[config.mk]
export PLATFORM = sky130hd
export DESIGN_NAME = cdecTop
export DESIGN_NICKNAME = d
export VERILOG_FILES = /design/src/rtl/cdecPkg.sv /design/src/rtl/cdecIfs.sv /design/src/rtl/alu.sv /design/src/rtl/regFile.sv /design/src/rtl/datapath.sv /design/src/rtl/sequencer.sv /design/src/rtl/apbRequester.sv /design/src/rtl/cdecTop.sv
export VERILOG_INCLUDE_DIRS = /design/src /design/src/include
export SDC_FILE = /design/constraint.sdc
export NUM_CORES = 1
export LEC_CHECK = 0
export BUFFER_PORTS_ARGS = -buffer_cell sky130_fd_sc_hd__buf_4
export CAP_MARGIN = 20
export CORE_MARGIN = 1.5
export CORE_UTILIZATION = 55
export DETAILED_ROUTE_END_ITERATION = 10
export PLACE_DENSITY = 0.82
export RECOVER_POWER = 100
export SETUP_SLACK_MARGIN = 0.1
export SLEW_MARGIN = 10
export SYNTH_ARGS = -nofsm -noshare
export SYNTH_HDL_FRONTEND = slang
export SYNTH_SLANG_ARGS = --single-unit
export TNS_END_PERCENT = 1
[constraint.sdc]
create_clock -name iClkMst -period 6.59 [get_ports iClkMst]
set_input_delay 1.977 -clock iClkMst [delete_from_list [all_inputs] [get_ports iClkMst]]
set_output_delay 1.977 -clock iClkMst [all_outputs]
set_load 0.01 [all_outputs]
[src/include/cdec_config.svh]
//--------------------------------------------------------------------------
// CDEC core configuration
// Data and address widths, register count and start address
//--------------------------------------------------------------------------
`ifndef CDEC_CONFIG_SVH
`define CDEC_CONFIG_SVH

`define CDEC_DATA_W	8	// One data byte
`define CDEC_ADDR_W	8	// 256-byte address space

`define CDEC_REG_N	4	// PC, A, B, C

`define CDEC_RESET_PC	0	// First fetch address

`endif

[src/rtl/cdecPkg.sv]
//--------------------------------------------------------------------------
// CDEC core types
// Data, address, register select, ALU command, flags and sequencer states
//--------------------------------------------------------------------------
`default_nettype none

`include "cdec_config.svh"

package cdecPkg;

	typedef logic [`CDEC_DATA_W-1:0] dataT;
	typedef logic [`CDEC_ADDR_W-1:0] addrT;

	// Register numbers as coded in the IR fields
	typedef enum logic [$clog2(`CDEC_REG_N)-1:0] {
		regPc,
		regA,
		regB,
		regC
	} regSelT;

	// Order follows IR bits 5-2 with bit 3 inverted
	typedef enum logic [3:0] {
		aluAdd = 4'd0,
		aluAdc = 4'd1,
		aluSub = 4'd2,
		aluSbb = 4'd3,
		aluAnd = 4'd4,
		aluOr  = 4'd5,
		aluMov = 4'd6,	// CMP slot in the two-operand group
		aluXor = 4'd7,
		aluInc = 4'd8,
		aluDec = 4'd9,
		aluShr = 4'd10,
		aluShl = 4'd11,
		aluNot = 4'd12
	} aluCmdT;

	typedef struct packed {
		logic sign;
		logic zero;
		logic carry;
	} flagsT;

	typedef enum logic [4:0] {
		init, fetchAddr, fetchIr, decode,
		mov, aluOp, unary, cmp,
		immInc, loadMem,
		ldx, stx, storeMem,
		push, push1,
		pop, pop1, pop2,
		skipImm	// Keep last, the state check relies on it
	} stateT;

endpackage

`default_nettype wire

[src/rtl/cdecIfs.sv]
//--------------------------------------------------------------------------
// CDEC internal interfaces
// Sequencer to datapath control, and core to APB requester memory requests
//--------------------------------------------------------------------------
`default_nettype none

`include "cdec_config.svh"

interface cdecCtrlIf;
	cdecPkg::aluCmdT aluCmd;
	cdecPkg::regSelT dstSel;	// Register written from the ALU
	cdecPkg::regSelT srcSel1;	// Read bus 1
	cdecPkg::regSelT srcSel2;	// Read bus 2
	logic weRegs;
	logic weIr;
	logic weMar;
	logic weFlags;
	logic memRead;	// Read bus 1 carries memory data
	cdecPkg::dataT ir;
	cdecPkg::flagsT flags;

	modport seq (output aluCmd, dstSel, srcSel1, srcSel2, weRegs, weIr, weMar,
		weFlags, memRead, input ir, flags);
	modport dp (input aluCmd, dstSel, srcSel1, srcSel2, weRegs, weIr, weMar,
		weFlags, memRead, output ir, flags);
endinterface

interface cdecMemIf;
	cdecPkg::addrT addr;	// MAR
	cdecPkg::dataT wdata;
	logic rd;	// Held until done
	logic wr;
	cdecPkg::dataT rdata;
	logic done;	// One cycle at transfer end

	modport req (output addr, wdata, rd, wr, input rdata, done);
	modport rsp (input addr, wdata, rd, wr, output rdata, done);
endinterface

`default_nettype wire

[src/rtl/alu.sv]
//--------------------------------------------------------------------------
// CDEC ALU with sign, zero and carry flags register
//--------------------------------------------------------------------------
`default_nettype none

`include "cdec_config.svh"

module alu (
	input wire iClkMst,
	input wire Reset,
	input wire cdecPkg::aluCmdT cmd,
	input wire cdecPkg::dataT opA,	// Read bus 1
	input wire cdecPkg::dataT opB,	// Read bus 2
	input wire weFlags,
	output cdecPkg::dataT result,
	output cdecPkg::flagsT flags
);
	logic [`CDEC_DATA_W:0] wide;	// Carry out in the top bit

	always_comb begin
		case (cmd)
			cdecPkg::aluAdd: wide = {1'b0, opA} + {1'b0, opB};
			cdecPkg::aluAdc: wide = {1'b0, opA} + {1'b0, opB} + flags.carry;
			cdecPkg::aluSub: wide = {1'b0, opA} - {1'b0, opB};	// Top bit is borrow
			cdecPkg::aluSbb: wide = {1'b0, opA} - {1'b0, opB} - flags.carry;
			cdecPkg::aluAnd: wide = {1'b0, opA & opB};
			cdecPkg::aluOr: wide = {1'b0, opA | opB};
			cdecPkg::aluXor: wide = {1'b0, opA ^ opB};
			cdecPkg::aluInc: wide = {1'b0, opA} + 1'b1;
			cdecPkg::aluDec: wide = {1'b0, opA} - 1'b1;
			cdecPkg::aluShr: wide = {opA[0], 1'b0, opA[`CDEC_DATA_W-1:1]};
			cdecPkg::aluShl: wide = {opA, 1'b0};
			cdecPkg::aluNot: wide = {1'b0, ~opA};
			default: wide = {1'b0, opA};	// mov
		endcase
	end

	assign result = wide[`CDEC_DATA_W-1:0];

	always_ff @(posedge iClkMst or posedge Reset) begin
		if (Reset) begin
			flags <= '0;
		end else if (weFlags) begin
			flags.sign <= wide[`CDEC_DATA_W-1];
			flags.zero <= (result == '0);
			flags.carry <= wide[`CDEC_DATA_W];
		end
	end

	// Jcc decisions rely on flags surviving non-ALU instructions
	assert property (@(posedge iClkMst) disable iff (Reset)
		!weFlags |=> $stable(flags));

endmodule

`default_nettype wire

[src/rtl/regFile.sv]
//--------------------------------------------------------------------------
// CDEC register file, PC A B C, one write port and two read ports
//--------------------------------------------------------------------------
`default_nettype none

`include "cdec_config.svh"

module regFile (
	input wire iClkMst,
	input wire Reset,
	input wire we,
	input wire cdecPkg::regSelT dstSel,
	input wire cdecPkg::regSelT srcSel1,
	input wire cdecPkg::regSelT srcSel2,
	input wire cdecPkg::dataT wdata,
	output cdecPkg::dataT rdata1,
	output cdecPkg::dataT rdata2,
	output cdecPkg::dataT regA,
	output cdecPkg::dataT regB
);
	cdecPkg::dataT regs [`CDEC_REG_N];

	always_ff @(posedge iClkMst or posedge Reset) begin
		if (Reset) begin
			for (int i = 0; i < `CDEC_REG_N; i++) begin
				regs[i] <= (i == cdecPkg::regPc) ? cdecPkg::dataT'(`CDEC_RESET_PC) : '0;
			end
		end else if (we) begin
			regs[dstSel] <= wdata;
		end
	end

	assign rdata1 = regs[srcSel1];
	assign rdata2 = regs[srcSel2];

	assign regA = regs[cdecPkg::regA];	// Former display outputs
	assign regB = regs[cdecPkg::regB];

endmodule

`default_nettype wire

[src/rtl/datapath.sv]
//--------------------------------------------------------------------------
// CDEC datapath with bus selection, IR, MAR, ALU and register file
//--------------------------------------------------------------------------
`default_nettype none

`include "cdec_config.svh"

module datapath (
	input wire iClkMst,
	input wire Reset,
	cdecCtrlIf.dp ctrl,
	cdecMemIf.req mem,
	output cdecPkg::dataT regA,
	output cdecPkg::dataT regB
);
	cdecPkg::dataT bus0;	// ALU result
	cdecPkg::dataT bus1;
	cdecPkg::dataT bus2;
	cdecPkg::dataT regRd1;
	cdecPkg::dataT irQ;
	cdecPkg::addrT marQ;

	regFile uRegFile (
		.iClkMst, .Reset,
		.we(ctrl.weRegs), .dstSel(ctrl.dstSel),
		.srcSel1(ctrl.srcSel1), .srcSel2(ctrl.srcSel2),
		.wdata(bus0), .rdata1(regRd1), .rdata2(bus2),
		.regA, .regB
	);

	alu uAlu (
		.iClkMst, .Reset,
		.cmd(ctrl.aluCmd), .opA(bus1), .opB(bus2),
		.weFlags(ctrl.weFlags), .result(bus0), .flags(ctrl.flags)
	);

	assign bus1 = ctrl.memRead ? mem.rdata : regRd1;

	always_ff @(posedge iClkMst or posedge Reset) begin
		if (Reset) begin
			irQ <= '0;
			marQ <= '0;
		end else begin
			if (ctrl.weIr) irQ <= bus0;
			if (ctrl.weMar) marQ <= cdecPkg::addrT'(bus0);
		end
	end

	assign ctrl.ir = irQ;
	assign mem.addr = marQ;
	assign mem.wdata = bus1;	// Store source is always on bus 1

endmodule

`default_nettype wire

[src/rtl/sequencer.sv]
//--------------------------------------------------------------------------
// CDEC sequencer
// Fetch, decode and execute FSM with the jump condition check
//--------------------------------------------------------------------------
`default_nettype none

`include "cdec_config.svh"

module sequencer (
	input wire iClkMst,
	input wire Reset,
	cdecCtrlIf.seq ctrl,
	cdecMemIf.req mem
);
	cdecPkg::stateT stateQ;
	cdecPkg::stateT stateNext;
	logic jccTrue;
	cdecPkg::regSelT irDst;	// IR bits 1-0
	cdecPkg::regSelT irSrc;	// IR bits 3-2
	cdecPkg::aluCmdT irCmd;

	assign irDst = cdecPkg::regSelT'(ctrl.ir[1:0]);
	assign irSrc = cdecPkg::regSelT'(ctrl.ir[3:2]);
	assign irCmd = cdecPkg::aluCmdT'(ctrl.ir[5:2] ^ 4'b1000);

	always_comb begin
		case (ctrl.ir[4:2])
			3'b100: jccTrue = ctrl.flags.sign;	// s
			3'b011: jccTrue = ~ctrl.flags.sign;	// ns
			3'b010: jccTrue = ctrl.flags.zero;	// z
			3'b101: jccTrue = ~ctrl.flags.zero;	// nz
			3'b001: jccTrue = ctrl.flags.carry;	// c
			3'b110: jccTrue = ~ctrl.flags.carry;	// nc
			default: jccTrue = 1'b0;
		endcase
	end

	always_ff @(posedge iClkMst or posedge Reset) begin
		if (Reset) stateQ <= cdecPkg::init;
		else stateQ <= stateNext;
	end

	always_comb begin
		ctrl.aluCmd = cdecPkg::aluMov;
		ctrl.dstSel = irDst;
		ctrl.srcSel1 = cdecPkg::regPc;
		ctrl.srcSel2 = irDst;
		ctrl.weRegs = 1'b0;
		ctrl.weIr = 1'b0;
		ctrl.weMar = 1'b0;
		ctrl.weFlags = 1'b0;
		ctrl.memRead = 1'b0;
		mem.rd = 1'b0;
		mem.wr = 1'b0;
		stateNext = cdecPkg::fetchAddr;
		case (stateQ)
			cdecPkg::fetchAddr: begin
				ctrl.weMar = 1'b1;	// MAR = PC
				stateNext = cdecPkg::fetchIr;
			end
			cdecPkg::fetchIr: begin
				ctrl.memRead = 1'b1;
				mem.rd = 1'b1;
				ctrl.weIr = mem.done;
				stateNext = mem.done ? cdecPkg::decode : cdecPkg::fetchIr;
			end
			cdecPkg::decode: begin
				ctrl.aluCmd = cdecPkg::aluInc;	// MAR = ++PC
				ctrl.dstSel = cdecPkg::regPc;
				ctrl.weRegs = 1'b1;
				ctrl.weMar = 1'b1;
				case (ctrl.ir[7:5])
					3'b000: stateNext = cdecPkg::mov;
					3'b001: stateNext = (ctrl.ir[4:2] == 3'b110) ? cdecPkg::cmp : cdecPkg::aluOp;
					3'b010: stateNext = cdecPkg::unary;
					3'b100: stateNext = ctrl.ir[4] ? cdecPkg::ldx : cdecPkg::fetchAddr;
					3'b101: stateNext = ctrl.ir[4] ? cdecPkg::stx : cdecPkg::fetchAddr;
					3'b110: begin
						if (ctrl.ir[4:2] == 3'b100) stateNext = cdecPkg::pop;
						else if (ctrl.ir[4]) stateNext = cdecPkg::push;
						else if (ctrl.ir[1:0] == 2'b00) stateNext = cdecPkg::loadMem;	// JMP
						else stateNext = cdecPkg::immInc;	// MVI
					end
					3'b111: stateNext = jccTrue ? cdecPkg::loadMem : cdecPkg::skipImm;
					default: stateNext = cdecPkg::fetchAddr;	// Group 011 is a no-op
				endcase
			end
			cdecPkg::mov: begin
				ctrl.srcSel1 = irSrc;
				ctrl.weRegs = 1'b1;
			end
			cdecPkg::aluOp: begin	// A = A op reg
				ctrl.aluCmd = irCmd;
				ctrl.dstSel = cdecPkg::regA;
				ctrl.srcSel1 = cdecPkg::regA;
				ctrl.weRegs = 1'b1;
				ctrl.weFlags = 1'b1;
			end
			cdecPkg::unary: begin
				ctrl.aluCmd = irCmd;
				ctrl.srcSel1 = irDst;
				ctrl.weRegs = 1'b1;
				ctrl.weFlags = 1'b1;
			end
			cdecPkg::cmp: begin
				ctrl.aluCmd = cdecPkg::aluSub;	// Flags only
				ctrl.srcSel1 = cdecPkg::regA;
				ctrl.weFlags = 1'b1;
			end
			cdecPkg::immInc, cdecPkg::skipImm: begin
				ctrl.aluCmd = cdecPkg::aluInc;	// Step PC over the operand byte
				ctrl.dstSel = cdecPkg::regPc;
				ctrl.weRegs = 1'b1;
				if (stateQ == cdecPkg::immInc) stateNext = cdecPkg::loadMem;
			end
			cdecPkg::loadMem: begin
				ctrl.dstSel = (ctrl.ir[7:5] == 3'b111) ? cdecPkg::regPc : irDst;
				ctrl.memRead = 1'b1;
				mem.rd = 1'b1;
				ctrl.weRegs = mem.done;
				stateNext = mem.done ? cdecPkg::fetchAddr : cdecPkg::loadMem;
			end
			cdecPkg::ldx: begin
				ctrl.srcSel1 = irSrc;	// MAR = address reg
				ctrl.weMar = 1'b1;
				stateNext = cdecPkg::loadMem;
			end
			cdecPkg::stx: begin
				ctrl.srcSel1 = irDst;
				ctrl.weMar = 1'b1;
				stateNext = cdecPkg::storeMem;
			end
			cdecPkg::storeMem, cdecPkg::push1: begin
				ctrl.srcSel1 = irSrc;	// Write data
				mem.wr = 1'b1;
				stateNext = mem.done ? cdecPkg::fetchAddr : stateQ;
			end
			cdecPkg::push: begin
				ctrl.aluCmd = cdecPkg::aluDec;	// MAR = --C
				ctrl.dstSel = cdecPkg::regC;
				ctrl.srcSel1 = cdecPkg::regC;
				ctrl.weRegs = 1'b1;
				ctrl.weMar = 1'b1;
				stateNext = cdecPkg::push1;
			end
			cdecPkg::pop: begin
				ctrl.srcSel1 = cdecPkg::regC;
				ctrl.weMar = 1'b1;
				stateNext = cdecPkg::pop1;
			end
			cdecPkg::pop1: begin
				ctrl.memRead = 1'b1;
				mem.rd = 1'b1;
				ctrl.weRegs = mem.done;
				stateNext = mem.done ? cdecPkg::pop2 : cdecPkg::pop1;
			end
			cdecPkg::pop2: begin
				ctrl.aluCmd = cdecPkg::aluInc;	// ++C
				ctrl.dstSel = cdecPkg::regC;
				ctrl.srcSel1 = cdecPkg::regC;
				ctrl.weRegs = 1'b1;
			end
			default: stateNext = cdecPkg::fetchAddr;	// init
		endcase
	end

	assert property (@(posedge iClkMst) disable iff (Reset)
		!$isunknown(stateQ) && stateQ <= cdecPkg::skipImm);

	// The requester serves one direction per transfer
	assert property (@(posedge iClkMst) disable iff (Reset)
		!(mem.rd && mem.wr));

endmodule

`default_nettype wire

[src/rtl/apbRequester.sv]
//--------------------------------------------------------------------------
// APB requester, one core memory request per APB transfer
//--------------------------------------------------------------------------
`default_nettype none

`include "cdec_config.svh"

module apbRequester (
	input wire iClkMst,
	input wire Reset,
	cdecMemIf.rsp mem,
	output cdecPkg::addrT pAddr,
	output logic pSel,
	output logic pEnable,
	output logic pWrite,
	output cdecPkg::dataT pWdata,
	input wire cdecPkg::dataT pRdata,
	input wire pReady
);
	typedef enum logic [1:0] {idle, setup, access} apbStateT;

	apbStateT stateQ;
	cdecPkg::dataT rdataQ;	// Last read byte
	logic start;

	assign start = (stateQ == idle) && (mem.rd || mem.wr);

	always_ff @(posedge iClkMst or posedge Reset) begin
		if (Reset) begin
			stateQ <= idle;
			pWrite <= 1'b0;
		end else begin
			case (stateQ)
				idle: if (start) stateQ <= setup;
				setup: stateQ <= access;
				access: if (pReady) stateQ <= idle;
				default: stateQ <= idle;
			endcase
			if (start) pWrite <= mem.wr;
			else if (mem.done) pWrite <= 1'b0;
		end
	end

	always_ff @(posedge iClkMst) begin
		if (start) begin
			pAddr <= mem.addr;
			pWdata <= mem.wdata;
		end
		if (mem.done) rdataQ <= pRdata;
	end

	assign pSel = (stateQ != idle);
	assign pEnable = (stateQ == access);
	assign mem.done = (stateQ == access) && pReady;
	assign mem.rdata = mem.done ? pRdata : rdataQ;	// Valid on the done cycle

	assert property (@(posedge iClkMst) disable iff (Reset)
		(pSel && !pReady) |=> $stable(pAddr) && $stable(pWrite) && $stable(pWdata));

endmodule

`default_nettype wire

[src/rtl/cdecTop.sv]
//--------------------------------------------------------------------------
// CDEC core top level
// Sequencer, datapath and APB requester behind plain ports
//--------------------------------------------------------------------------
`default_nettype none

`include "cdec_config.svh"

module cdecTop (
	input wire iClkMst,
	input wire Reset,
	output cdecPkg::addrT pAddr,
	output logic pSel,
	output logic pEnable,
	output logic pWrite,
	output cdecPkg::dataT pWdata,
	input wire cdecPkg::dataT pRdata,
	input wire pReady,
	output cdecPkg::dataT regA,
	output cdecPkg::dataT regB
);
	cdecCtrlIf ctrlIf ();
	cdecMemIf memIf ();

	sequencer uSequencer (.iClkMst, .Reset, .ctrl(ctrlIf.seq), .mem(memIf.req));

	datapath uDatapath (.iClkMst, .Reset, .ctrl(ctrlIf.dp), .mem(memIf.req), .regA, .regB);

	apbRequester uApbRequester (
		.iClkMst, .Reset, .mem(memIf.rsp),
		.pAddr, .pSel, .pEnable, .pWrite, .pWdata, .pRdata, .pReady
	);

endmodule

`default_nettype wire

After elaboration in Yosys (flattened, before gate mapping)
Cells that the tools add are included.
- word-level logic and storage cells: 151
- output and inout bits: 35
- bits in registers: 83
- bits of input ports: 11
- add/sub/neg operators: 6
- bitwise logic cells: 11
- eq/ne operators: 46
- multiplexer cells: 42
- order comparisons: 4
- reduce and logical (&&, ||, !) cells: 27
- operator list (operator ; number):
    9-bit case mux with 12 select lines ; 1
    8-bit two-way mux ; 7
    5-bit case mux with 11 select lines ; 1
    5-bit by 4-bit == test with 1-bit output, second input constant ; 8
    5-bit case mux with 7 select lines ; 1
    8-bit binary-select mux with 2-bit select ; 2
    32-bit bitwise mux ; 1
    3-bit == test, second input constant ; 7
    4-bit == test, second input constant ; 5
    5-bit by 3-bit == test with 1-bit output, second input constant ; 4
    5-bit two-way mux ; 4
    8-bit demux with 2-bit select ; 1
    4-bit two-way mux ; 4
    2-bit case mux with 4 select lines ; 2
    4-bit case mux with 4 select lines ; 1
    5-bit == test, second input constant ; 3
    2-bit OR reduction ; 7
    4-bit by 3-bit == test with 1-bit output, second input constant ; 3
    3-bit OR reduction ; 4
    5-bit by 2-bit == test with 1-bit output, second input constant ; 2
    1-bit two-way mux ; 10
    8-bit by 1-bit adder with 9-bit output, second input constant ; 1
    8-bit by 8-bit adder with 9-bit output ; 1
    9-bit by 1-bit adder with 9-bit output ; 1
    34 further kinds ; 55

Logic depth before layout (Yosys ltp)
Gate-level depths: netlist (run 1).
- depth after elaboration: 12
- depth in mapped cells: 20
- depth with buffers taken out: 18

Least setup slack after synthesis (run 1)
No wires, ideal clock.
- kind: input -> register
- from: input pReady
- to: register uDatapath.uAlu.flags[1] (netlist name)
- setup time: 0.077 ns
- stages on the path: 16
- setup slack: 0.577 ns
- buffers on the path: 1
- required time: 6.513 ns
- arrival time: 5.936 ns
- cells stage by stage: nand3b_1 clkbuf_1 mux2_2 nand2_1 o221ai_1 fa_1 a211o_1 a31o_2 a21oi_1 xnor2_1 nor3_1 a221o_1 a21oi_1 a32oi_1 or4_1 o21ai_1
- cells in the longest elaborated chain, start to end: 7
- elaborated cells on any way between the ends: 15
- those cells by class: add/sub (6); mux (3); bitwise (4); reduce/logical (2)
- ends and longest elaborated chain (item ; line ; RTL):
    from (decl) ; cdecTop.sv:18 ; input wire pReady,
    1-bit logical AND * ; apbRequester.sv:54 ; assign mem.done = (stateQ == access) && pReady;
    8-bit two-way mux * ; apbRequester.sv:55 ; assign mem.rdata = mem.done ? pRdata : rdataQ;
    named net memIf.rdata[1] ; cdecIfs.sv:33 ; cdecPkg::dataT rdata;
    8-bit two-way mux * ; datapath.sv:37 ; assign bus1 = ctrl.memRead ? mem.rdata : regRd1;
    named net memIf.wdata[1] ; cdecIfs.sv:30 ; cdecPkg::dataT wdata;
    8-bit by 8-bit subtractor with 9-bit output or 8-bit by 8-bit adder with 9-bit output (tied branches) ; - ;
    9-bit by 1-bit subtractor with 9-bit output or 9-bit by 1-bit adder with 9-bit output (tied branches) ; alu.sv:25, alu.sv:23 ;
    9-bit case mux with 12 select lines * ; alu.sv:21 ; case (cmd)
    8-bit zero test * ; alu.sv:45 ; flags.zero <= (result == '0);
Mark *: on every way through the listed nets, which the timed path passes. The rest lies on a longest branch.
A chain may end at the register's enable or synchronous reset.

Final worst setup path (run 1)
- from: input pReady
- to: register uDatapath.uAlu.flags[1] (netlist name)
- cells in the longest elaborated chain, start to end: 7
- elaborated cells on any way between the ends: 15
- those cells by class: add/sub (6); mux (3); bitwise (4); reduce/logical (2)
- ends and longest elaborated chain (item ; line):
    1-bit logical AND * ; apbRequester.sv:54
    8-bit two-way mux * ; apbRequester.sv:55
    named net memIf.rdata[0] ; cdecIfs.sv:33
    8-bit two-way mux * ; datapath.sv:37
    8-bit by 8-bit subtractor with 9-bit output or 8-bit by 8-bit adder with 9-bit output (tied branches) ; -
    9-bit by 1-bit subtractor with 9-bit output or 9-bit by 1-bit adder with 9-bit output (tied branches) ; alu.sv:25, alu.sv:23
    9-bit case mux with 12 select lines * ; alu.sv:21
    8-bit zero test * ; alu.sv:45
Marked as above.

==> results of run 1 <==
state kept, by name, indices dropped and copies added (netlist names):
register,flops
uDatapath.uRegFile.regs,16
uApbRequester.pAddr,8
uApbRequester.pWdata,8
uApbRequester.rdataQ,8
uDatapath.ctrl.ir,8
uDatapath.mem.addr,8
uDatapath.uRegFile.regA,8
uDatapath.uRegFile.regB,8
uSequencer.stateQ,5
uDatapath.uAlu.flags,3
uApbRequester.stateQ,2
uApbRequester.pWrite,1
per-layer routing:
| metal | up-vias | GRT usage |
|---|---|---|
| met1 | 3213 | 0.4320 |
| met4 | 0 | 0.1829 |
| li1 | 2970 | - |
| met2 | 458 | 0.5373 |
| met3 | 104 | 0.05717 |
| met5 | - | 0 |
cells in the mapped netlist (all sizes together) (6+ instances only):
master | count | area, µm²
a211o | 8 | 70.07
a211oi | 9 | 72.57
a21o | 7 | 52.55
a21oi | 40 | 207.7
a31oi | 10 | 77.57
and3 | 9 | 61.31
buf | 34 | 269.0
clkbuf | 18 | 68.81
dfrtp | 59 | 1476
dfxtp | 8 | 160.2
edfxtp | 16 | 480.5
ha | 35 | 437.9
inv | 37 | 138.9
mux2 | 53 | 604.3
mux2i | 15 | 150.1
mux4 | 8 | 180.2
nand2 | 63 | 239.0
nand2b | 11 | 68.82
nand3 | 13 | 65.06
nand4 | 9 | 56.30
nor2 | 52 | 205.2
nor2b | 14 | 87.58
nor3 | 25 | 146.4
nor3b | 9 | 77.57
nor4 | 6 | 37.54
o21a | 9 | 67.56
o21ai | 51 | 259.0
o221ai | 7 | 67.56
o22ai | 8 | 56.30
or2 | 6 | 37.54
xnor2 | 13 | 121.4
xor2 | 14 | 122.6
metrics by stage:
stage | instances | util | worst slack, ns | area (µm²) | hold WS (ns)
CTS | 985 | 0.6260 | 0.3993 | 7964 | 0.4465
detailed placement | 969 | 0.6000 | 0.05250 | 7634 | 0.4299
finish | 986 | 0.6128 | 0.3282 | 7796 | 0.4494
floorplan | 778 | - | 0.5770 | 7223 | 0.4211
global placement | 969 | 0.6000 | 0.1021 | 7634 | 0.4284
global route | 986 | 0.6128 | 0.07339 | 7796 | 0.4594
cell type report:
class                      count  area share
clock inverter                 5    0.008506
clock buffer                  11     0.03386
timing repair buffer          72     0.04670
multi-input combinational    606      0.5940
tap                          172     0.02760
inverter                      37     0.01781
sequential                    83      0.2715
worst max-delay path by stage:
stage                       from                      end
final                     pReady  uDatapath.uAlu.flags[1]
after global routing      pReady  uDatapath.uAlu.flags[1]
after CTS                 pReady  uDatapath.uAlu.flags[1]
after detailed placement  pReady  uDatapath.uAlu.flags[1]
after global placement    pReady  uDatapath.uAlu.flags[1]
after floorplan           pReady  uDatapath.uAlu.flags[1]
critical path: stages:
cell       delay (ns)
clkbuf_1         0.14
nand3b_1         0.26
mux2_1           0.31
nand2_1          0.05
o2111ai_1        0.11
nand2_1          0.24
ha_1             0.32
fa_1             0.46
o21bai_1         0.23
a21oi_1          0.17
xnor2_1          0.40
a21o_1           0.13
a211oi_1         0.07
nor4_1           0.45
a31oi_1          0.25
or3_1            0.38
or4_1            0.40
o21ai_1          0.16
logic make-up (layout without fill, tap and decap cells):
logic type	count (synthesis)	in the layout
and+or+nand+nor	242	242
xor gates and xnor gates	27	27
muxes	76	76
DFF	83	83
AOI/OAI and AO/OA	223	223
buffers and inverters	89	125
adders and majority gates	38	38
==> flow_metrics.py, run 1 <==
metrics = {
    "run_status": {
        "run_status": "complete, but fails checks",
        "failed_checks": "capacitance limit, slew limit",
    },
    "route": {
        "drt-wirelength-per-cell_um": 23.27,
        "detail_route.wirelength_mm": 22.94,
        "detailroute.via_count": 6745,
        "dr.first_iter.drc_count": 836,
        "via_density_per_instance": 6.841,
        "route.layer.met1.wl_mm": 8.782,
        "highest_layer": "met4",
        "antenna_violating_nets_post_route": 0,
        "detailed_routing_iteration_count_for_the_pre_antenna_repair_pass": 6,
        "routed-wl-met2_mm": 10.68,
        "met3_length_mm": 2.213,
        "post-route-drc-count": 0,
    },
    "synth": {
        "synth_compound_area_frac": 0.2306,
        "synth_seq_area_share": 0.2931,
        "netlist_instances": 778,
        "ys_dominant_reg_cell": "dfrtp_1",
        "ys_warn_count": 0,
        "syn_area_um2": 7223,
        "synth.distinct_cells": 105,
        "synth_seq_cells": 83,
        "yosys.area_share.simple": 0.1782,
        "synth_xor_area_frac": 0.03378,
        "asyncSetResetFlopFracSynth": 0.7108,
        "synth_edf_count": 16,
        "main_combinational_cell_family_by_area_after_synthesis": "compound AO/OA/AOI/OAI gates",
        "synthesis.area_per_instance_um2": 9.284,
        "synthMuxAreaShare": 0.1294,
        "mappedNetlistNets": 827,
        "synthAdderAreaFrac": 0.06894,
    },
    "clock_tree": {
        "numCtsBuffers": 9,
        "cts.htree.levels": 3,
        "cts_tree": "done",
        "worstSkewPairLatency_ns": 0.34,
        "post_cts_resized": 0,
        "clkSinkCount": 83,
        "clkTransAtPathRegs_ns": 0.07,
        "postCtsHoldBufs": 0,
        "cts-root-to-sink-buffers": 2,
        "cts_setup_buffers": 0,
        "root_buffer": "clkbuf_16",
    },
    "finish": {
        "area_growth_syn_to_layout_pct": 7.934,
        "sequential_cell_area_um2": 2117,
        "final_layout_size_suffix_gt1_frac": 0.1695,
        "final_common_cell": "nand2_1",
        "antenna-diode-count": 0,
        "area_taken_by_multi_input_logic_gates_um2": 4631,
        "most_frequent_cells_in_the_layout": "63 x nand2_1, 59 x dfrtp_1, 50 x nor2_1, 47 x clkbuf_1, 46 x o21ai_0",
        "final.fill_count": 1062,
        "num-nets-final": 858,
    },
    "global_route": {
        "total_track_usage": 0.3351,
        "globalRouteOverflowTotal": 0,
        "grt_start_max_net_pins": 60,
        "first_global_vias": 6484,
        "grt_first_pass_wirelength_mm": 36.51,
        "initial_antenna_violation_count": 0,
    },
    "critical_path": {
        "worst_ep_arrival_time_ns": 6.53,
        "critical_path.reg2reg.startpoint": "uSequencer.stateQ[4]",
        "setup.worst_path.start_class": "input pin",
        "worstRegToRegCells": 18,
        "timing.rr.end": "uDatapath.uRegFile.regB[3]",
        "setup.worst_path.class": "in2reg",
        "critPathRequiredTime_ns": 6.85,
        "regToRegSetupSlack_ns": 0.61,
        "worst_setup_path_end_kind": "register",
        "worstPathMaxFanout": 6,
    },
    "sta": {
        "setup_total_negative_slack_ns": 0,
        "fin_worst_skew_ns": 0.006034,
        "finalMaxSlewViolations": 60,
        "rsz0062_at_grt": "false",
        "timing.final.crit_period_ns": 6.262,
        "count_of_endpoints_failing_setup_in_the_final_report": 0,
        "timing.max_slew.rel_slack": -1.134,
        "timing.fmax_ghz": 0.1597,
        "report.final.hold_viol_count": 0,
        "post-route-period-util": 0.9502,
        "max_slew.worst_pin.slew_ns": 3.201,
    },
    "floorplanning": {
        "initial_utilization": 0.5678,
        "die_area_um2": 13830,
        "io-pin-count": 46,
        "core-area_um2": 12720,
        "row_count": 41,
        "dieHeight_um": 117.6,
        "chip_width_um": 117.6,
    },
    "worst_hold_path": {
        "hold_removal_path_class": "reg2reg",
        "min_delay_path_depth": 0,
        "hold_ep": "uApbRequester.pAddr[5]",
        "hold_path_startpoint": "uDatapath.mem.addr[5]",
    },
    "place": {
        "placement.io_buffers": 45,
        "gp_congestion": 0.9785,
        "dpl.hpwl_mm": 16.06,
    },
    "run": {
        "cap_violations": 1,
    },
}
Power of run 1 is left out: the tool's default activity adds up to more than one toggle a clock period on the data nets, which glitch-free logic cannot reach.
==> inputs of run 2 (changes only) <==
--- a/config.mk
+++ b/config.mk
@@ -11,7 +11,7 @@
 export CORE_MARGIN = 1.5
 export CORE_UTILIZATION = 55
 export DETAILED_ROUTE_END_ITERATION = 10
-export PLACE_DENSITY = 0.82
+export PLACE_DENSITY = 0.8
 export RECOVER_POWER = 100
 export SETUP_SLACK_MARGIN = 0.1
 export SLEW_MARGIN = 10
==> run 2 against run 1 <==
The flow still finishes with violations (capacitance limit, slew limit); cell count decreased by 0.51%; routed wire length down 0.35%; final area fell by 0.98%; first-iteration DRC count decreased by 20%; clock skew is 0.0091 ns higher; die area unchanged; flip-flop and latch count stayed put; count of clock-buffer cells in the layout decreased by 2; critical path type is now reg2reg.
==> flow_metrics.py, run 2 (synthesized netlist as in run 1, its figures left out) <==
metrics = {
    "place": {
        "pre_cts_ws_ns": 0.3154,
        "gp_congestion": 1.055,
        "placement.io_buffers": 45,
        "dpl.hpwl_mm": 17.29,
    },
    "route": {
        "via_density_per_instance": 6.817,
        "post-route-drc-count": 0,
        "routed-wl-met2_mm": 10.66,
        "met3_length_mm": 2.122,
        "antenna_violating_nets_post_route": 0,
        "detailroute.via_count": 6687,
        "detail_route.wirelength_mm": 22.86,
        "dr.first_iter.drc_count": 668,
        "highest_layer": "met4",
        "detailed_routing_iteration_count_for_the_pre_antenna_repair_pass": 6,
        "route.layer.met1.wl_mm": 9.205,
        "drt-wirelength-per-cell_um": 23.30,
    },
    "sta": {
        "post-route-period-util": 0.9425,
        "fin_worst_skew_ns": 0.01514,
        "timing.max_slew.rel_slack": -1.202,
        "count_of_endpoints_failing_setup_in_the_final_report": 0,
        "final.setup.worst_slack_ns": 0.3791,
        "timing.fmax_ghz": 0.1610,
        "timing.final.crit_period_ns": 6.211,
        "finalMaxSlewViolations": 77,
        "report.final.hold_viol_count": 0,
        "max_slew.worst_pin.slew_ns": 3.303,
        "rsz0062_at_grt": "false",
        "setup_total_negative_slack_ns": 0,
    },
    "floorplanning": {
        "row_count": 41,
        "core-area_um2": 12720,
        "initial_utilization": 0.5678,
        "dieHeight_um": 117.6,
        "io-pin-count": 46,
        "die_area_um2": 13830,
        "chip_width_um": 117.6,
    },
    "clock_tree": {
        "cts-root-to-sink-buffers": 2,
        "clkSinkCount": 83,
        "numCtsBuffers": 9,
        "worstSkewPairLatency_ns": 0.35,
        "postCtsHoldBufs": 0,
        "post_cts_resized": 0,
        "cts_tree": "done",
        "cts_setup_buffers": 0,
        "cts.htree.levels": 3,
        "root_buffer": "clkbuf_16",
        "clkTransAtPathRegs_ns": 0.07,
    },
    "critical_path": {
        "critPathLaunch": "uSequencer.stateQ[1]",
        "worstSetupEndpoint": "uDatapath.uAlu.flags[1]",
        "worst_setup_path_end_kind": "register",
        "timing.rr.end": "uDatapath.uAlu.flags[1]",
        "setup.worst_path.start_class": "register",
        "setup.worst_path.class": "reg2reg",
        "worst_ep_arrival_time_ns": 6.47,
        "critPathRequiredTime_ns": 6.85,
        "timing.critical_path.slowest_stage_cell": "o32ai_1",
        "critical_path.reg2reg.startpoint": "uSequencer.stateQ[1]",
        "worstRegToRegCells": 16,
        "cp_cell_sequence": "nand2b_1 > o32ai_1 > nor3_2 > a221oi_2 > inv_1 > ha_1 > or2_2 > a2111oi_0 > a211o_1 > nand4_1 > xor2_1 > nor2_1 > a221oi_1 > a32oi_1 > or4_1 > o21ai_1",
        "worstPathMaxFanout": 13,
        "crit_path_max_incr_delay_ns": 1.06,
        "regToRegSetupSlack_ns": 0.38,
    },
    "run": {
        "cap_violations": 2,
    },
    "finish": {
        "final_layout_size_suffix_gt1_frac": 0.1669,
        "final_common_cell": "nand2_1",
        "registers.top_by_ff_count": "uDatapath.uRegFile.regs",
        "area_growth_syn_to_layout_pct": 6.877,
        "num-nets-final": 853,
        "final_core_util": 0.6068,
        "antenna-diode-count": 0,
        "largest_register_ffs": 16,
        "most_frequent_cells_in_the_layout": "63 x nand2_1, 59 x dfrtp_1, 50 x nor2_1, 49 x mux2_2, 46 x o21ai_0",
    },
    "global_route": {
        "grt_start_max_net_pins": 60,
        "grt_first_pass_wirelength_mm": 35.87,
        "first_global_vias": 6474,
        "globalRouteOverflowTotal": 0,
        "total_track_usage": 0.3288,
        "initial_antenna_violation_count": 0,
    },
    "worst_hold_path": {
        "min_delay_path_depth": 0,
        "hold_removal_path_class": "reg2reg",
    },
    "run_status": {
        "failed_checks": "capacitance limit, slew limit",
        "run_status": "complete, but fails checks",
    },
}
[run 2: cell types whose count changed in the layout (fill, tap and decap cells not counted), sizes merged]
| cell | before | now |
|---|---|---|
| inv | 39 | 40 |
| clkbuf | 59 | 54 |
| buf | 24 | 22 |
| bufinv | 1 | 2 |
[run 2: how the worst min path moves through the flow]
stage / start / to
floorplan: uDatapath.mem.addr[0] / uApbRequester.pAddr[0]
detailed placement: uDatapath.mem.addr[1] / uApbRequester.pAddr[1]
global placement: uDatapath.mem.addr[5] / uApbRequester.pAddr[5]
CTS: uDatapath.mem.addr[6] / uApbRequester.pAddr[6]
finish: uDatapath.mem.addr[7] / uApbRequester.pAddr[7]
global route: uDatapath.mem.addr[1] / uApbRequester.pAddr[1]
[run 2: layer usage]
metal,global-route usage,up-vias
met3,0.06395,68
met2,0.5406,421
met1,0.4267,3241
li1,-,2957
met5,0,-
met4,0.1326,0
[run 2: worst max-delay path, delay by kind of cell (launching register included)]
kind | cells | cell delay [ns]
buf+inv | 1 | 0.24
simple gates | 6 | 1.86
fa+ha+maj | 1 | 0.36
xor+xnor | 1 | 0.19
flops | 1 | 0.59
compound gates | 7 | 2.88
[run 2: through the flow]
step	hold WS, ns	cells	cell area, µm²
6_report	0.4493	981	7720
5_1_grt	0.4607	981	7720
4_1_cts	0.4497	981	7929
3_5_place_dp	0.4288	965	7606
3_3_place_gp	0.4270	965	7606
2_1_floorplan	0.4211	778	7223
[run 2: area by class of cell]
class	instances	area, µm²
well taps	172	215.2
flip-flops and latches	83	2117
clock buffers	9	225.2
multi-input cells	606	4588
fillers	1136	5002
repair buffers	67	337.8
inverters	37	138.9
clock inverters	7	97.59
Power of run 2 is left out for the same reason.
==> inputs of run 3 (changes only) <==
--- a/config.mk
+++ b/config.mk
@@ -6,7 +6,7 @@
 export SDC_FILE = /design/constraint.sdc
 export NUM_CORES = 1
 export LEC_CHECK = 0
-export BUFFER_PORTS_ARGS = -buffer_cell sky130_fd_sc_hd__buf_4
+export BUFFER_PORTS_ARGS = -buffer_cell sky130_fd_sc_hd__clkbuf_2
 export CAP_MARGIN = 20
 export CORE_MARGIN = 1.5
 export CORE_UTILIZATION = 55
==> run 3 against run 2 <==
The run still ends with capacitance limit, slew limit left; die area unchanged; critical path depth up 1; register-to-register slack better by 0.17 ns; setup slack worse by 0.13 ns; final area down 0.24%; non-clock buffer count up 5; routed wire length up 1.2%; flip-flop and latch count unchanged; clock skew down 0.0075 ns; count of clock-buffer cells in the layout up 1; sequential share of layout area up 0.067 points; first-iteration DRC count up 6.1%; largest cell class unchanged.
==> flow_metrics.py, run 3 (synthesized netlist as in run 1, its figures left out) <==
metrics = {
    "critical_path": {
        "worst_ep_arrival_time_ns": 6.60,
        "worstRegToRegCells": 18,
        "setup.worst_path.class": "in2reg",
        "worst_setup_path_end_kind": "register",
        "number_of_cells_on_the_critical_path": 17,
        "setup.worst_path.start_class": "input pin",
        "cp_cell_sequence": "clkbuf_1 > nand3b_1 > clkbuf_1 > mux2_1 > nand2_1 > o221ai_1 > ha_1 > nor3b_1 > a31oi_1 > o21ai_0 > nor3b_1 > xor2_1 > nor2_1 > a221oi_1 > a32oi_1 > or4_1 > o21ai_1",
        "crit_path_max_incr_delay_ns": 0.62,
        "timing.critical_path.max_delay_family": "simple AND/OR/NAND/NOR gates",
        "timing.critical_path.slowest_stage_cell": "ha_1",
        "timing.rr.end": "uDatapath.uAlu.flags[1]",
        "worstPathMaxFanout": 8,
        "regToRegSetupSlack_ns": 0.55,
        "critPathRequiredTime_ns": 6.85,
        "crit_buf_inv": 2,
        "critical_path.reg2reg.startpoint": "uSequencer.stateQ[1]",
    },
    "clock_tree": {
        "cts-root-to-sink-buffers": 2,
        "post_cts_resized": 0,
        "cts_tree": "done",
        "cts.htree.levels": 3,
        "numCtsBuffers": 9,
        "cts_setup_buffers": 0,
        "postCtsHoldBufs": 0,
        "root_buffer": "clkbuf_16",
        "clkTransAtPathRegs_ns": 0.07,
        "clkSinkCount": 83,
        "worstSkewPairLatency_ns": 0.34,
    },
    "floorplanning": {
        "chip_width_um": 117.6,
        "die_area_um2": 13830,
        "core-area_um2": 12720,
        "io-pin-count": 46,
        "row_count": 41,
        "dieHeight_um": 117.6,
        "initial_utilization": 0.5678,
    },
    "sta": {
        "max_slew.worst_pin.slew_ns": 3.186,
        "fin_worst_skew_ns": 0.007590,
        "timing.fmax_ghz": 0.1577,
        "count_of_endpoints_failing_setup_in_the_final_report": 0,
        "rsz0062_at_grt": "false",
        "setup_total_negative_slack_ns": 0,
        "report.final.hold_viol_count": 0,
        "timing.final.crit_period_ns": 6.339,
        "finalMaxSlewViolations": 77,
        "timing.max_slew.rel_slack": -1.124,
        "post-route-period-util": 0.9620,
    },
    "finish": {
        "final_layout_size_suffix_gt1_frac": 0.1646,
        "antenna-diode-count": 0,
        "registers.top_by_ff_count": "uDatapath.uRegFile.regs",
        "num-nets-final": 858,
        "final_common_cell": "nand2_1",
        "most_frequent_cells_in_the_layout": "63 x nand2_1, 59 x dfrtp_1, 50 x nor2_1, 48 x clkbuf_1",
        "largest_register_ffs": 16,
        "area_growth_syn_to_layout_pct": 6.617,
    },
    "global_route": {
        "grt_start_max_net_pins": 60,
        "initial_antenna_violation_count": 0,
        "grt_first_pass_wirelength_mm": 36.08,
        "first_global_vias": 6401,
        "globalRouteOverflowTotal": 0,
        "total_track_usage": 0.3324,
    },
    "run_status": {
        "run_status": "complete, but fails checks",
        "failed_checks": "capacitance limit, slew limit",
    },
    "route": {
        "post-route-drc-count": 0,
        "via_density_per_instance": 6.721,
        "antenna_violating_nets_post_route": 0,
        "detail_route.wirelength_mm": 23.14,
        "detailed_routing_iteration_count_for_the_pre_antenna_repair_pass": 6,
        "detailroute.via_count": 6627,
        "dr.first_iter.drc_count": 709,
        "drt-wirelength-per-cell_um": 23.47,
    },
    "worst_hold_path": {
        "min_delay_path_depth": 0,
        "hold_ep": "uApbRequester.pAddr[2]",
        "hold_removal_path_class": "reg2reg",
        "hold_path_startpoint": "uDatapath.mem.addr[2]",
    },
    "run": {
        "cap_violations": 2,
    },
    "place": {
        "dpl.hpwl_mm": 17.55,
        "placement.io_buffers": 45,
        "gp_congestion": 1.006,
    },
}
==> run 3: layout make-up <==
type	instances	area (µm²)
Timing Repair Buffer	72	341.6
Clock buffer	10	229.0
Tap cell	172	215.2
Clock inverter	6	71.32
Multi-Input combinational cell	606	4588
Fill cell	1136	5021
Sequential cell	83	2117
Inverter	37	138.9
==> run 3: worst max-delay path by stage <==
stage / from / endpoint / slack (ns)
after floorplan: pReady / uDatapath.uAlu.flags[1] / 0.58
after global placement: pReady / uDatapath.mem.addr[3] / 0.30
after detailed placement: pReady / uDatapath.uAlu.flags[1] / 0.24
after CTS: pReady / uDatapath.uAlu.flags[1] / 0.55
after global routing: pReady / uDatapath.uAlu.flags[1] / 0.07
final: pReady / uDatapath.uAlu.flags[1] / 0.25
==> run 3: metrics by stage <==
step	setup WS (ns)	hold slack, ns	instance area (µm²)	utilization	instances
2_1_floorplan	0.5770	0.4211	7223	-	778
3_3_place_gp	0.3045	0.4240	7531	0.5920	970
3_5_place_dp	0.2418	0.4384	7531	0.5920	970
4_1_cts	0.5549	0.4487	7831	0.6156	986
5_1_grt	0.07433	0.4582	7701	0.6053	986
6_report	0.2507	0.4433	7701	0.6053	986
==> run 3: routing by layer <==
| metal | GRT usage | vias to the layer above | share of wire |
|---|---|---|---|
| li1 | - | 2959 | - |
| met1 | 0.4524 | 3233 | 0.42 |
| met2 | 0.5413 | 368 | 0.47 |
| met3 | 0.04167 | 67 | 0.080 |
| met4 | 0.1288 | 0 | 0.040 |
| met5 | 0 | - | 0 |
Power of run 3 is left out for the same reason.
